**src/arena_pkg.sv**
```systemverilog
// Package with display timing, sprite, health and colour constants, typedefs and the state enum
package arena_pkg;

    typedef logic [10:0] coord_t;
    typedef logic [11:0] rgb_t;
    typedef logic [6:0]  hp_t;
    typedef logic [9:0]  rom_addr_t;

    typedef enum logic [1:0] {IDLE, FIGHT, DEFEATED} game_state_t;

    // ==============================
    // Reduced 320x240 raster timing
    // ==============================
    localparam coord_t H_ACTIVE = 11'd320;
    localparam coord_t H_FRONT  = 11'd8;
    localparam coord_t H_SYNC   = 11'd48;
    localparam coord_t H_BACK   = 11'd24;
    localparam coord_t H_TOTAL  = H_ACTIVE + H_FRONT + H_SYNC + H_BACK;
    localparam coord_t V_ACTIVE = 11'd240;
    localparam coord_t V_FRONT  = 11'd3;
    localparam coord_t V_SYNC   = 11'd4;
    localparam coord_t V_BACK   = 11'd15;
    localparam coord_t V_TOTAL  = V_ACTIVE + V_FRONT + V_SYNC + V_BACK;

    // Sprite geometry and pipeline depths
    localparam coord_t SPRITE_SIZE = 11'd32;
    localparam coord_t SPRITE_HALF = 11'd16;
    localparam int     ROM_DEPTH   = 1024;
    localparam rgb_t   KEY_COLOR   = 12'hF00;
    localparam rgb_t   BG_COLOR    = 12'h003;
    localparam int     RENDER_LAT  = 4;
    localparam int     BAR_LAT     = 2;

    // Boss health and its bar
    localparam hp_t    BOSS_HP_MAX = 7'd64;
    localparam hp_t    HIT_DAMAGE  = 7'd5;
    localparam rgb_t   BAR_COLOR   = 12'h0F0;
    localparam rgb_t   BAR_EMPTY   = 12'h444;
    localparam coord_t BAR_TOP_OFS = 11'd6;
    localparam coord_t BAR_ROWS    = 11'd4;

endpackage

```
**src/boss_render.sv**
```systemverilog
// Pipelined boss sprite overlay with window test, ROM addressing and colour key
`timescale 1ns/1ns

module boss_render (
    input  logic                 clk,
    input  logic                 rst,
    input  logic                 fight,
    input  arena_pkg::hp_t       hp,
    input  arena_pkg::coord_t    boss_x,
    input  arena_pkg::coord_t    boss_y,
    input  arena_pkg::coord_t    hcount_in,
    input  arena_pkg::coord_t    vcount_in,
    input  logic                 hsync_in,
    input  logic                 vsync_in,
    input  logic                 hblnk_in,
    input  logic                 vblnk_in,
    output arena_pkg::rom_addr_t rom_addr,
    input  arena_pkg::rgb_t      rom_data,
    output arena_pkg::coord_t    hcount_out,
    output arena_pkg::coord_t    vcount_out,
    output logic                 hsync_out,
    output logic                 vsync_out,
    output logic                 hblnk_out,
    output logic                 vblnk_out,
    output arena_pkg::rgb_t      rgb,
    output logic                 boss_alive
);
    import arena_pkg::*;

    // Raster delay line, entry k is the raster seen by stage k+2
    coord_t hcount_d [RENDER_LAT];
    coord_t vcount_d [RENDER_LAT];
    logic   hsync_d  [RENDER_LAT];
    logic   vsync_d  [RENDER_LAT];
    logic   hblnk_d  [RENDER_LAT];
    logic   vblnk_d  [RENDER_LAT];

    logic       fight_r;
    hp_t        hp_r;
    coord_t     boss_x_r;
    coord_t     boss_y_r;
    coord_t     x_min;
    coord_t     y_min;
    coord_t     dx;
    coord_t     dy;
    coord_t     x_min_s2;
    coord_t     y_min_s2;
    logic       alive_s2;
    logic       win_s2;
    logic       alive_s3;
    logic       win_s3;
    logic [4:0] rel_x;
    logic [4:0] rel_y;

    always_ff @(posedge clk) begin
        if (rst) begin
            for (int k = 0; k < RENDER_LAT; k++) begin
                hcount_d[k] <= '0;
                vcount_d[k] <= '0;
                hsync_d[k]  <= 1'b0;
                vsync_d[k]  <= 1'b0;
                hblnk_d[k]  <= 1'b0;
                vblnk_d[k]  <= 1'b0;
            end
        end else begin
            hcount_d[0] <= hcount_in;
            vcount_d[0] <= vcount_in;
            hsync_d[0]  <= hsync_in;
            vsync_d[0]  <= vsync_in;
            hblnk_d[0]  <= hblnk_in;
            vblnk_d[0]  <= vblnk_in;
            for (int k = 1; k < RENDER_LAT; k++) begin
                hcount_d[k] <= hcount_d[k-1];
                vcount_d[k] <= vcount_d[k-1];
                hsync_d[k]  <= hsync_d[k-1];
                vsync_d[k]  <= vsync_d[k-1];
                hblnk_d[k]  <= hblnk_d[k-1];
                vblnk_d[k]  <= vblnk_d[k-1];
            end
        end
    end

    // ==============================
    // Stage 1: input registers
    // ==============================
    always_ff @(posedge clk) begin
        boss_x_r <= boss_x;
        boss_y_r <= boss_y;
        if (rst) begin
            fight_r <= 1'b0;
            hp_r    <= '0;
        end else begin
            fight_r <= fight;
            hp_r    <= hp;
        end
    end

    // ==============================
    // Stage 2: alive flag and window
    // ==============================
    // Offsets wrap modulo 2048, so one unsigned compare covers both edges
    always_comb begin
        x_min = boss_x_r - SPRITE_HALF;
        y_min = boss_y_r - SPRITE_HALF;
        dx    = hcount_d[0] - x_min;
        dy    = vcount_d[0] - y_min;
    end

    always_ff @(posedge clk) begin
        x_min_s2 <= x_min;
        y_min_s2 <= y_min;
        if (rst) begin
            alive_s2 <= 1'b0;
            win_s2   <= 1'b0;
        end else begin
            alive_s2 <= fight_r && (hp_r != '0);
            win_s2   <= fight_r && (hp_r != '0) && !hblnk_d[0] && !vblnk_d[0] &&
                        (dx < SPRITE_SIZE) && (dy < SPRITE_SIZE);
        end
    end

    // ==============================
    // Stage 3: ROM address
    // ==============================
    assign rel_x    = 5'(hcount_d[1] - x_min_s2);
    assign rel_y    = 5'(vcount_d[1] - y_min_s2);
    assign rom_addr = {rel_y, rel_x};

    always_ff @(posedge clk) begin
        if (rst) begin
            alive_s3 <= 1'b0;
            win_s3   <= 1'b0;
        end else begin
            alive_s3 <= alive_s2;
            win_s3   <= win_s2;
        end
    end

    // Stage 4: colour select, rom_data lines up with the stage 3 flags
    always_ff @(posedge clk) begin
        if (rst) begin
            rgb        <= '0;
            boss_alive <= 1'b0;
        end else begin
            boss_alive <= alive_s3;
            if (hblnk_d[2] || vblnk_d[2]) begin
                rgb <= '0;
            end else if (win_s3 && rom_data != KEY_COLOR) begin
                rgb <= rom_data;
            end else begin
                rgb <= BG_COLOR;
            end
        end
    end

    assign hcount_out = hcount_d[RENDER_LAT-1];
    assign vcount_out = vcount_d[RENDER_LAT-1];
    assign hsync_out  = hsync_d[RENDER_LAT-1];
    assign vsync_out  = vsync_d[RENDER_LAT-1];
    assign hblnk_out  = hblnk_d[RENDER_LAT-1];
    assign vblnk_out  = vblnk_d[RENDER_LAT-1];

endmodule

```
**config.mk**
```make
export PLATFORM = sky130hd
export DESIGN_NAME = boss_render
export DESIGN_NICKNAME = d
export VERILOG_FILES = /design/src/arena_pkg.sv /design/src/boss_render.sv
export SDC_FILE = /design/constraint.sdc
export NUM_CORES = 1
export LEC_CHECK = 0
export BUFFER_PORTS_ARGS = -buffer_cell sky130_fd_sc_hd__buf_4
export CORE_MARGIN = 8
export CORE_UTILIZATION = 57
export CTS_CLUSTER_DIAMETER = 80
export CTS_CLUSTER_SIZE = 28
export DETAILED_ROUTE_END_ITERATION = 12
export GPL_ROUTABILITY_DRIVEN = 0
export GPL_TIMING_DRIVEN = 0
export PLACE_DENSITY_LB_ADDON = 0.25
export SYNTH_ARGS = -nofsm -noshare
export SYNTH_HDL_FRONTEND = slang
export SYNTH_SLANG_ARGS = --single-unit
```
**constraint.sdc**
```tcl
create_clock -name clk -period 6.2 [get_ports clk]
set_input_delay 0.31 -clock clk [delete_from_list [all_inputs] [get_ports clk]]
set_output_delay 0.31 -clock clk [all_outputs]
set_load 0.02 [all_outputs]
```
# Yosys cells after proc, flatten, opt, wreduce, memory -nomap -nowiden
# Memories as Yosys holds them, arrays and structs flattened.
# Cells that the tools add are included.
# classes
eq_ne,1
mux,28
add_sub_neg,6
n_reduce_logical,12
n_lt_le_gt_ge,2
bitwise_logic,25
# op_table
cell,count
11-bit 2-to-1 mux,8
1-bit bitwise OR,24
"11-bit by 6-bit < comparator with 1-bit output, second input constant",2
11-bit subtractor,2
"11-bit by 5-bit subtractor with 11-bit output, second input constant",2
1-bit 2-to-1 mux,19
"12-bit inequality test, second input constant",1
5-bit subtractor,2
7-bit nonzero test,1
1-bit logical AND,6
3-bit OR reduction,1
1-bit logical NOT,2
2-bit 2-to-1 mux,1
2-bit OR reduction,1
1-bit logical OR,1
1-bit inverter,1
# totals
output_inout_bits,49
wordCells,93
in_bits,70
ram_bits,104
memories,6
ff_bits,57
# mem_list
name,words,word_bits,rd,rd_ports_with_merged_regs,wr,line_no,source
hcount_d,4,11,4,0,4,boss_render.sv:31,coord_t hcount_d [RENDER_LAT];
vcount_d,4,11,4,0,4,boss_render.sv:32,coord_t vcount_d [RENDER_LAT];
hblnk_d,4,1,4,0,4,boss_render.sv:35,logic hblnk_d [RENDER_LAT];
hsync_d,4,1,4,0,4,boss_render.sv:33,logic hsync_d [RENDER_LAT];
vblnk_d,4,1,4,0,4,boss_render.sv:36,logic vblnk_d [RENDER_LAT];
vsync_d,4,1,4,0,4,boss_render.sv:34,logic vsync_d [RENDER_LAT];

# Depth between registers and ports, before layout
# Gate-level depths: netlist of run 1.
# depth
word_depth,6
mapped_depth,12
ltp_nobuf,12

# Worst setup path before layout of run 1
# No wires, ideal clock.
# synth_path
path_kind,register -> register
startpoint,reg boss_y_r[4]
endpoint,reg win_s2
arrival_ps,2649
setup_time_ps,88
path_slack_ps,3463
stages_incl_launch_ff,12
synth_period_minus_slack_ps,2737
required_time_ps,6112
path_buffers,0
cell_sequence,dfxtp_1 -> nor3_1 -> nor3b_1 -> xnor2_1 -> ha_1 -> and2b_1 -> a2111oi_2 -> nand2_1 -> a311oi_1 -> o211ai_1 -> a2111o_1 -> nor4_2
# synth_via
elab_chain_len,4
# synth_lines
item,line_no,source
start: declaration,boss_render.sv:41,coord_t boss_y_r;
start signal: assignment,boss_render.sv:88,boss_y_r <= boss_y;
11-bit by 5-bit subtractor with 11-bit output,boss_render.sv:104,y_min = boss_y_r - SPRITE_HALF;
11-bit subtractor,boss_render.sv:106,dy = vcount_d[0] - y_min;
11-bit by 6-bit < comparator with 1-bit output,boss_render.sv:118,(dx < SPRITE_SIZE) && (dy < SPRITE_SIZE);
1-bit logical AND,boss_render.sv:118,
end signal: assignment,boss_render.sv:117,win_s2 <= fight_r && (hp_r != '0) && !hblnk_d[0] && !vblnk_d[0] &&
end: declaration,boss_render.sv:49,logic win_s2;
# Every way passes these cells.
# A chain may end at the register's enable or synchronous reset.

# Worst setup path in the final report of run 1
# Ends and elaborated chain as after synthesis.

==> results of run 1 <==
[worst register-to-register path, stage by stage, from the launching register on]
cell and delay [ns]:
dfxtp_1 0.34, nor3_1 0.25, nor3b_1 0.27, xnor2_1 0.10, ha_1 0.33, and2b_1 0.20
a2111oi_2 0.33, nand2_1 0.09, a311oi_1 0.24, o211ai_1 0.13, a2111o_1 0.41, nor4_2 0.41
[per-stage QoR]
step	std cells	power (W)
after global placement	698	0.00132
after floorplan	470	0.00124
after detailed placement	698	0.00133
final	783	0.00235
after global routing	783	0.00243
after CTS	783	0.00236
[per-layer routing]
metal	GRT usage	vias up
li1	-	1887
met1	0.194	1750
met2	0.349	100
met3	0.0586	28
met4	0.0908	2
met5	0	-
[power groups by stage]
stage          sequential, W  combinational (W)  clock, W
4_1_cts              0.00109           0.000247   0.00102
3_5_place_dp         0.00111           0.000216         0
2_1_floorplan        0.00111           0.000129         0
3_3_place_gp         0.00111           0.000209         0
6_report             0.00109           0.000249   0.00101
5_1_grt              0.00109           0.000270   0.00107
[kinds of logic (layout without fill, tap and decap cells)]
| logic type | count (synthesis) | after routing | share of synthesized area |
|---|---|---|---|
| flops | 161 | 161 | 0.604 |
| fa+ha+maj | 30 | 30 | 0.0732 |
| buf+inv | 42 | 244 | 0.0296 |
| compound gates | 43 | 43 | 0.0558 |
| simple gates | 167 | 167 | 0.191 |
| xor+xnor | 26 | 26 | 0.0441 |
| mux | 1 | 1 | 0.00188 |
[worst max-delay path by stage]
stage | from | end | slack [ns] | cells after the start
floorplan | boss_y_r[4]$_DFF_P_ | win_s2$_SDFF_PP0_ | 3.46 | 11
global placement | boss_y_r[4]$_DFF_P_ | win_s2$_SDFF_PP0_ | 3.02 | 11
detailed placement | boss_y_r[4]$_DFF_P_ | win_s2$_SDFF_PP0_ | 2.96 | 11
CTS | boss_y_r[4]$_DFF_P_ | win_s2$_SDFF_PP0_ | 2.93 | 11
global route | boss_y_r[4]$_DFF_P_ | win_s2$_SDFF_PP0_ | 2.67 | 11
finish | boss_y_r[4]$_DFF_P_ | win_s2$_SDFF_PP0_ | 2.95 | 11
[sequential cells by signal (all words and copies together) (netlist names), 5 cells and up]
signal	count
hp_r	7
vcount_d	44
boss_x_r	11
hcount_d	44
boss_y_r	11
rgb	12
y_min_s2	5
x_min_s2	5
[cell type report]
type,count,area (µm²),share of cell area
sequential,161,3220,0.432
multi-input combinational,267,1950,0.262
clock inverter,10,135,0.0181
buffer,13,48.8,0.00654
clock buffer,21,439,0.0588
tap,111,139,0.0186
inverter,29,109,0.0146
timing repair buffer,171,1420,0.190
[cell usage after synthesis (3+ instances only)]
library cell  count  share of area
xnor2_1          19          0.031
a21oi_1          13          0.012
ha_1             28          0.066
clkbuf_1         13         0.0091
nand2b_1          5         0.0059
nor3_1            8         0.0075
inv_1            29          0.020
and2_1            9          0.011
dfxtp_1         161           0.60
xor2_1            6         0.0099
nor2b_1         115           0.13
o21ai_0           5         0.0047
nor2_1            6         0.0042
a21o_1            8          0.011
nand2_1           9         0.0063
and3_1            3         0.0035
[timing repair]
item	4_1_cts	5_1_grt
hold endpoints to repair	54	0
hold buffers	54	0
setup buffers	0	0
==> impl_metrics.env, run 1 <==
export IMPL_whs_ns=0.0115
export IMPL_crit_required_ns=6.58
export IMPL_finalCritPeriodShare=0.525
export IMPL_seqPwrFrac=0.464
export IMPL_vias=3767
export IMPL_critPathTopFamily="simple AND/OR/NAND/NOR gates"
export IMPL_antenna_found_initial=1
export IMPL_holdPathStages=2
export IMPL_synth_distinct_cells=43
export IMPL_grt_overflow=0
export IMPL_cp_max_fo=4
export IMPL_final_cell_mix="dfxtp_1, buf_4, nor2b_1"
export IMPL_hpwl_mm=7.70
export IMPL_grt_setup_unrepaired="no"
export IMPL_drt_antenna_violating_nets=0
export IMPL_p_sw_w=0.000524
export IMPL_clock_sinks=161
export IMPL_fin_ws_ns=2.95
export IMPL_avgSynthCellArea_um2=11.3
export IMPL_top_layer="met5"
export IMPL_p_clk_frac=0.430
export IMPL_die_height_um=113
export IMPL_worstMarginPinSlew_ns=0.555
export IMPL_wl_per_cell_um=14.9
export IMPL_path_cells="nor3_1, nor3b_1, xnor2_1, ha_1, and2b_1, a2111oi_2, nand2_1, a311oi_1, o211ai_1, a2111o_1, nor4_2"
export IMPL_syn2layout_area_growth_pct=40.0
export IMPL_cts_tree="done"
export IMPL_swShare=0.223
export IMPL_grt_pass1_vias=4010
export IMPL_syn_nets=570
export IMPL_grt_start_max_net_pins=17
export IMPL_htree_levels=4
export IMPL_drt_met1_wl_mm=4.58
export IMPL_maxSlewHeadroom=0.630
export IMPL_critPathCaptureType="register"
export IMPL_ys_ff_latch=161
export IMPL_rr_worst_depth=11
export IMPL_netlist_instances=470
export IMPL_hold_end="hcount_d[0][8]$_SDFF_PP0_"
export IMPL_synth_edff_count=0
export IMPL_cp_slowest_cell="a2111o_1"
export IMPL_clk_latency_ns=0.52
export IMPL_final_hold_violation_count=0
export IMPL_reg2reg_slack_ns=2.95
export IMPL_cts_resized=0
export IMPL_cts_root_buf="clkbuf_8"
export IMPL_async_reset_ff_frac=0
export IMPL_grt_pass1_wl_mm=19.2
export IMPL_fillCellCount=522
export IMPL_start_kind="register"
export IMPL_reg2reg_from="boss_y_r[4]$_DFF_P_"
export IMPL_hp_class="in -> reg"
export IMPL_drt_pass1_iterations=4
export IMPL_die_area_um2=12700
export IMPL_p_int_w=0.00183
export IMPL_rr_endpoint="win_s2$_SDFF_PP0_"
export IMPL_final_util=0.816
export IMPL_p_leak_nw=3.39
export IMPL_synth_cell_area_um2=5330
export IMPL_setup_tns_ns=0
export IMPL_min_from="hcount_in[8]"
export IMPL_wl_met3_um=616
export IMPL_numCtsBuffers=17
export IMPL_yosys_most_used_dff="dfxtp_1"
export IMPL_met2_length_mm=6.12
export IMPL_final_area_um2=7470
export IMPL_wl_mm=11.6
export IMPL_grt_total_usage=0.191
export IMPL_path_buf_inv=0
export IMPL_pwr_share_comb=0.106
export IMPL_chipWidth_um=113
export IMPL_drt_iter0_drc=109
export IMPL_critPathArrivalTime_ns=3.63
export IMPL_slew_violations=0
export IMPL_maxCapViolations=0
export IMPL_placed_area_um2=6350
export IMPL_crit_type="reg -> reg"
export IMPL_nets=760
export IMPL_cts_buffer_depth=2
export IMPL_finalSetupViolations=0
export IMPL_vias_per_cell=4.81
export IMPL_antenna_cells=0
export IMPL_max_stage_delay_ns=0.41
export IMPL_core_um2=9150
export IMPL_max_freq_mhz=307
export IMPL_initial_utilization=0.583
export IMPL_seq_area_frac_synth=0.604
export IMPL_synth_warning_count=0
export IMPL_drive_gt1_frac=0.228
export IMPL_port_buffers=117
export IMPL_status="complete, no violations"
export IMPL_final_common_cell="dfxtp_1"
export IMPL_powerDensity_nw_per_um2=315
export IMPL_io_pins=119
export IMPL_layout_min_cycle_time_ns=3.25
export IMPL_clkTransAtPathRegs_ns=0.06
export IMPL_rows=35
export IMPL_fin_worst_skew_ns=0.00930
export IMPL_drc=0
export IMPL_vdd_ir_drop_worst_uv=177
export IMPL_place_ws_ns=2.96
(Power assumes the default switching activity.)
==> inputs of run 2 (changes only) <==
CORE_UTILIZATION = 53   (was 57)
clock period = 3.1 ns   (was 6.2 ns; I/O delays follow)
==> impl_metrics.env, run 2 (synthesis results as in run 1) <==
export IMPL_critPathCaptureType="register"
export IMPL_final_common_cell="dfxtp_1"
export IMPL_grt_total_usage=0.178
export IMPL_io_pins=119
export IMPL_die_area_um2=13500
export IMPL_drt_iter0_drc=126
export IMPL_grt_pass1_wl_mm=18.7
export IMPL_wl_mm=11.5
export IMPL_powerDensity_nw_per_um2=629
export IMPL_fillCellCount=623
export IMPL_rows=36
export IMPL_cts_buffer_depth=2
export IMPL_finalPower_w=0.00486
export IMPL_grt_overflow=0
export IMPL_clk_latency_ns=0.51
export IMPL_reg2reg_slack_ns=0.20
export IMPL_max_freq_mhz=345
export IMPL_holdPathStages=3
export IMPL_syn2layout_area_growth_pct=44.8
export IMPL_grt_pass1_vias=4020
export IMPL_htree_levels=4
export IMPL_min_from="rst"
export IMPL_finalCritPeriodShare=0.934
export IMPL_antenna_cells=0
export IMPL_drc=0
export IMPL_antenna_found_initial=0
export IMPL_drt_pass1_iterations=4
export IMPL_die_height_um=116
export IMPL_drive_gt1_frac=0.232
export IMPL_port_buffers=117
export IMPL_critPathArrivalTime_ns=3.30
export IMPL_maxSlewHeadroom=0.631
export IMPL_cp_max_fo=3
export IMPL_status="complete, no violations"
export IMPL_final_cells=822
export IMPL_reg2reg_from="boss_y_r[4]$_DFF_P_"
export IMPL_chipWidth_um=116
export IMPL_clock_sinks=161
export IMPL_numPlacedInstances=720
export IMPL_final_cell_mix="dfxtp_1, buf_4, nor2b_1"
export IMPL_grt_start_max_net_pins=17
export IMPL_maxCapViolations=0
export IMPL_nets=776
export IMPL_p_leak_nw=3.49
export IMPL_rr_worst_depth=12
export IMPL_slew_violations=0
export IMPL_finalSetupViolations=0
export IMPL_final_util=0.790
export IMPL_vias_per_cell=4.62
export IMPL_fin_worst_skew_ns=0.0114
export IMPL_final_hold_violation_count=0
export IMPL_crit_required_ns=3.50
export IMPL_drt_antenna_violating_nets=0
export IMPL_initial_utilization=0.546
export IMPL_cts_root_buf="clkbuf_8"
export IMPL_hold_end="alive_s2$_SDFF_PP0_"
export IMPL_start_kind="register"
export IMPL_vias=3800
export IMPL_worstMarginPinSlew_ns=0.553
export IMPL_numCtsBuffers=17
export IMPL_hpwl_mm=7.74
export IMPL_reg_top3="hcount_d x44, vcount_d x44, rgb x12"
export IMPL_whs_ns=0.264
export IMPL_hp_class="in -> reg"
export IMPL_wl_per_cell_um=14.0
export IMPL_crit_type="reg -> reg"
export IMPL_core_um2=9770
export IMPL_clkTransAtPathRegs_ns=0.06
export IMPL_vdd_ir_drop_worst_uv=331
export IMPL_rr_endpoint="win_s2$_SDFF_PP0_"
export IMPL_cts_tree="done"
export IMPL_layout_min_cycle_time_ns=2.90
## run 2: timing repair
action	4_1_cts	5_1_grt
endpoints found under the setup margin	1	1
hold endpoints to repair	68	0
pin swaps	0	2
buffers inserted	0	2
hold buffers	68	0
resized for setup	2	2
## run 2: how the worst max path moves through the flow
stage,startpoint,end
floorplan,boss_y_r[4]$_DFF_P_,win_s2$_SDFF_PP0_
global placement,boss_y_r[4]$_DFF_P_,win_s2$_SDFF_PP0_
CTS,boss_y_r[4]$_DFF_P_,win_s2$_SDFF_PP0_
global route,boss_y_r[4]$_DFF_P_,win_s2$_SDFF_PP0_
detailed placement,boss_y_r[4]$_DFF_P_,win_s2$_SDFF_PP0_
finish,boss_y_r[4]$_DFF_P_,win_s2$_SDFF_PP0_
## run 2: where the power goes
part | leakage, nW | internal [W] | total (W) | switching, W
Sequential | 1.33 | 0.00215 | 0.00218 | 0.0000343
Clock | 0.303 | 0.00136 | 0.00216 | 0.000799
Combinational | 1.86 | 0.000282 | 0.000518 | 0.000237
Total | 3.49 | 0.00379 | 0.00486 | 0.00107
## run 2: area by class of cell
cell class | instances | area, µm² | share of cell area
flip-flops and latches | 161 | 3220 | 0.417
multi-input cells | 267 | 1980 | 0.256
repair buffers | 187 | 1570 | 0.204
clock buffers | 21 | 449 | 0.0581
clock inverters | 11 | 176 | 0.0228
well taps | 133 | 166 | 0.0215
inverters | 29 | 109 | 0.0141
plain buffers | 13 | 48.8 | 0.00632
## run 2: layer usage
| metal | routed length, µm | global-route usage |
|---|---|---|
| met1 | 4840 | 0.195 |
| met2 | 5920 | 0.317 |
| met3 | 613 | 0.0564 |
| met4 | 131 | 0.0596 |
| met5 | 0 | 0 |
## run 2: per-stage QoR
step                instance area, µm²  TNS, ns  worst slack [ns]
CTS                               7700        0           0.00456
floorplan                         5330        0             0.363
global route                      7720  -0.0154           -0.0154
detailed placement                6380  -0.0169           -0.0169
finish                            7720        0             0.204
global placement                  6380  -0.0236           -0.0236
## run 2: worst max-delay path, stage by stage, from the launching register on
cell and delay, ns:
dfxtp_1 0.40, inv_1 0.09, ha_1 0.23, nand2_1 0.10, xor2_1 0.09, ha_1 0.33
o21ai_1 0.10, a2111oi_2 0.36, nand2_1 0.12, a311oi_2 0.24, o211ai_1 0.13, a2111o_1 0.44
nor4_4 0.17
==> inputs of run 3 (changes only) <==
ABC_CLOCK_PERIOD_IN_PS = 3100   (was not set)
RECOVER_POWER = 50   (was not set)
==> impl_metrics.env, run 3 (synthesis results as in run 1) <==
export IMPL_finalPower_w=0.00486
export IMPL_max_freq_mhz=345
export IMPL_critPathArrivalTime_ns=3.30
export IMPL_chipWidth_um=116
export IMPL_core_um2=9770
export IMPL_reg2reg_from="boss_y_r[4]$_DFF_P_"
export IMPL_grt_pass1_vias=4020
export IMPL_rr_endpoint="win_s2$_SDFF_PP0_"
export IMPL_maxSlewHeadroom=0.631
export IMPL_wl_mm=11.5
export IMPL_maxCapViolations=0
export IMPL_antenna_found_initial=0
export IMPL_finalSetupViolations=0
export IMPL_initial_utilization=0.546
export IMPL_status="complete, no violations"
export IMPL_final_hold_violation_count=0
export IMPL_fin_ws_ns=0.201
export IMPL_p_int_w=0.00379
export IMPL_max_stage_delay_ns=0.44
export IMPL_cts_tree="done"
export IMPL_die_area_um2=13500
export IMPL_syn2layout_area_growth_pct=44.8
export IMPL_cp_max_fo=3
export IMPL_numCtsBuffers=17
export IMPL_hpwl_mm=7.74
export IMPL_pwr_share_comb=0.106
export IMPL_powerDensity_nw_per_um2=629
export IMPL_crit_required_ns=3.50
export IMPL_layout_min_cycle_time_ns=2.90
export IMPL_holdPathStages=3
export IMPL_rows=36
export IMPL_hold_end="alive_s2$_SDFF_PP0_"
export IMPL_io_pins=119
export IMPL_seqPwrFrac=0.449
export IMPL_drt_pass1_iterations=4
export IMPL_port_buffers=117
export IMPL_fin_worst_skew_ns=0.0118
export IMPL_vias=3800
export IMPL_grt_overflow=0
export IMPL_grt_start_max_net_pins=17
export IMPL_min_from="rst"
export IMPL_clk_latency_ns=0.51
export IMPL_drive_gt1_frac=0.232
export IMPL_crit_type="reg -> reg"
export IMPL_die_height_um=116
export IMPL_htree_levels=4
export IMPL_swShare=0.220
export IMPL_reg_top3="hcount_d x44, vcount_d x44, rgb x12"
export IMPL_place_ws_ns=-0.0169
export IMPL_p_sw_w=0.00107
export IMPL_clock_sinks=161
export IMPL_p_clk_frac=0.445
export IMPL_p_leak_nw=3.48
export IMPL_grt_pass1_wl_mm=18.7
export IMPL_finalCritPeriodShare=0.935
export IMPL_nets=776
export IMPL_drt_iter0_drc=140
export IMPL_start_kind="register"
export IMPL_cts_root_buf="clkbuf_8"
export IMPL_cp_slowest_cell="a2111o_1"
export IMPL_cts_buffer_depth=2
export IMPL_critPathCaptureType="register"
export IMPL_antenna_cells=0
export IMPL_reg2reg_slack_ns=0.20
export IMPL_drc=0
export IMPL_vdd_ir_drop_worst_uv=330
export IMPL_slew_violations=0
export IMPL_final_cell_mix="dfxtp_1, nor2b_1, buf_4"
export IMPL_path_cells="inv_1, ha_1, nand2_1, xor2_1, ha_1, o21ai_1, a2111oi_2, nand2_1, a311oi_2, o211ai_1, a2111o_1, nor4_4"
export IMPL_grt_total_usage=0.178
export IMPL_wl_per_cell_um=14.0
export IMPL_clkTransAtPathRegs_ns=0.06
export IMPL_hp_class="in -> reg"
export IMPL_rr_worst_depth=12
export IMPL_drt_antenna_violating_nets=0
export IMPL_worstMarginPinSlew_ns=0.554
export IMPL_vias_per_cell=4.62
export IMPL_final_common_cell="dfxtp_1"
==> run 3: changes by cell type in the layout (fill, tap and decap cells not counted), sizes merged <==
cell / previous run / this run
clkbuf: 34 / 56
buf: 119 / 97
==> run 3: power by group through the flow <==
stage	Clock, W	Sequential (W)	Combinational [W]
detailed placement	0	0.00223	0.000433
global placement	0	0.00222	0.000419
CTS	0.00219	0.00218	0.000510
floorplan	0	0.00223	0.000259
finish	0.00216	0.00218	0.000517
global route	0.00230	0.00219	0.000564
==> run 3: cell type report <==
type,count,area [µm²]
inverters,29,109
plain buffers,13,48.8
clock buffers,21,449
repair buffers,187,1570
fillers,623,2050
flip-flops and latches,161,3220
multi-input cells,267,1980
well taps,133,166
clock inverters,11,176
==> run 3: how the worst max path moves through the flow <==
stage	startpoint	to	slack, ns
floorplan	boss_y_r[4]$_DFF_P_	win_s2$_SDFF_PP0_	0.36
global placement	boss_y_r[4]$_DFF_P_	win_s2$_SDFF_PP0_	-0.02
detailed placement	boss_y_r[4]$_DFF_P_	win_s2$_SDFF_PP0_	-0.02
CTS	boss_y_r[4]$_DFF_P_	win_s2$_SDFF_PP0_	0.005
global route	boss_y_r[4]$_DFF_P_	win_s2$_SDFF_PP0_	-0.02
finish	boss_y_r[4]$_DFF_P_	win_s2$_SDFF_PP0_	0.20
==> run 3: critical path, delay by kind of cell (launching register included) <==
kind	cells	cell delay, ns
AND/OR/NAND/NOR	3	0.39
buffers and inverters	1	0.09
adder cells (fa/ha/maj)	2	0.56
AO/OA/AOI/OAI	5	1.27
flip-flops	1	0.40
XOR/XNOR	1	0.09
==> run 3: per-stage QoR <==
stage	instances	hold WS, ns	TNS [ns]	cell area (µm²)	util
6_report	822	0.263	0	7720	0.790
5_1_grt	822	0.285	-0.0154	7720	0.790
4_1_cts	820	0.226	0	7700	0.788
3_5_place_dp	720	0.261	-0.0169	6380	0.653
3_3_place_gp	720	0.259	-0.0236	6380	0.653
2_1_floorplan	470	0.183	0	5330	-
==> run 3: routing by layer <==
| layer | up-vias | share of wire | track usage |
|---|---|---|---|
| li1 | 1924 | - | - |
| met1 | 1766 | 0.42 | 0.195 |
| met2 | 95 | 0.52 | 0.317 |
| met3 | 15 | 0.053 | 0.0564 |
| met4 | 0 | 0.011 | 0.0596 |
| met5 | - | 0 | 0 |
==> run 3: repair_timing <==
| item | CTS | global route |
|---|---|---|
| pin swaps | 0 | 2 |
| endpoints found under the hold margin | 68 | 0 |
| endpoints found under the setup margin | 1 | 1 |
| setup buffers | 0 | 2 |
| resized for setup | 2 | 2 |
| gates cloned | 0 | 0 |
| hold buffers | 68 | 0 |
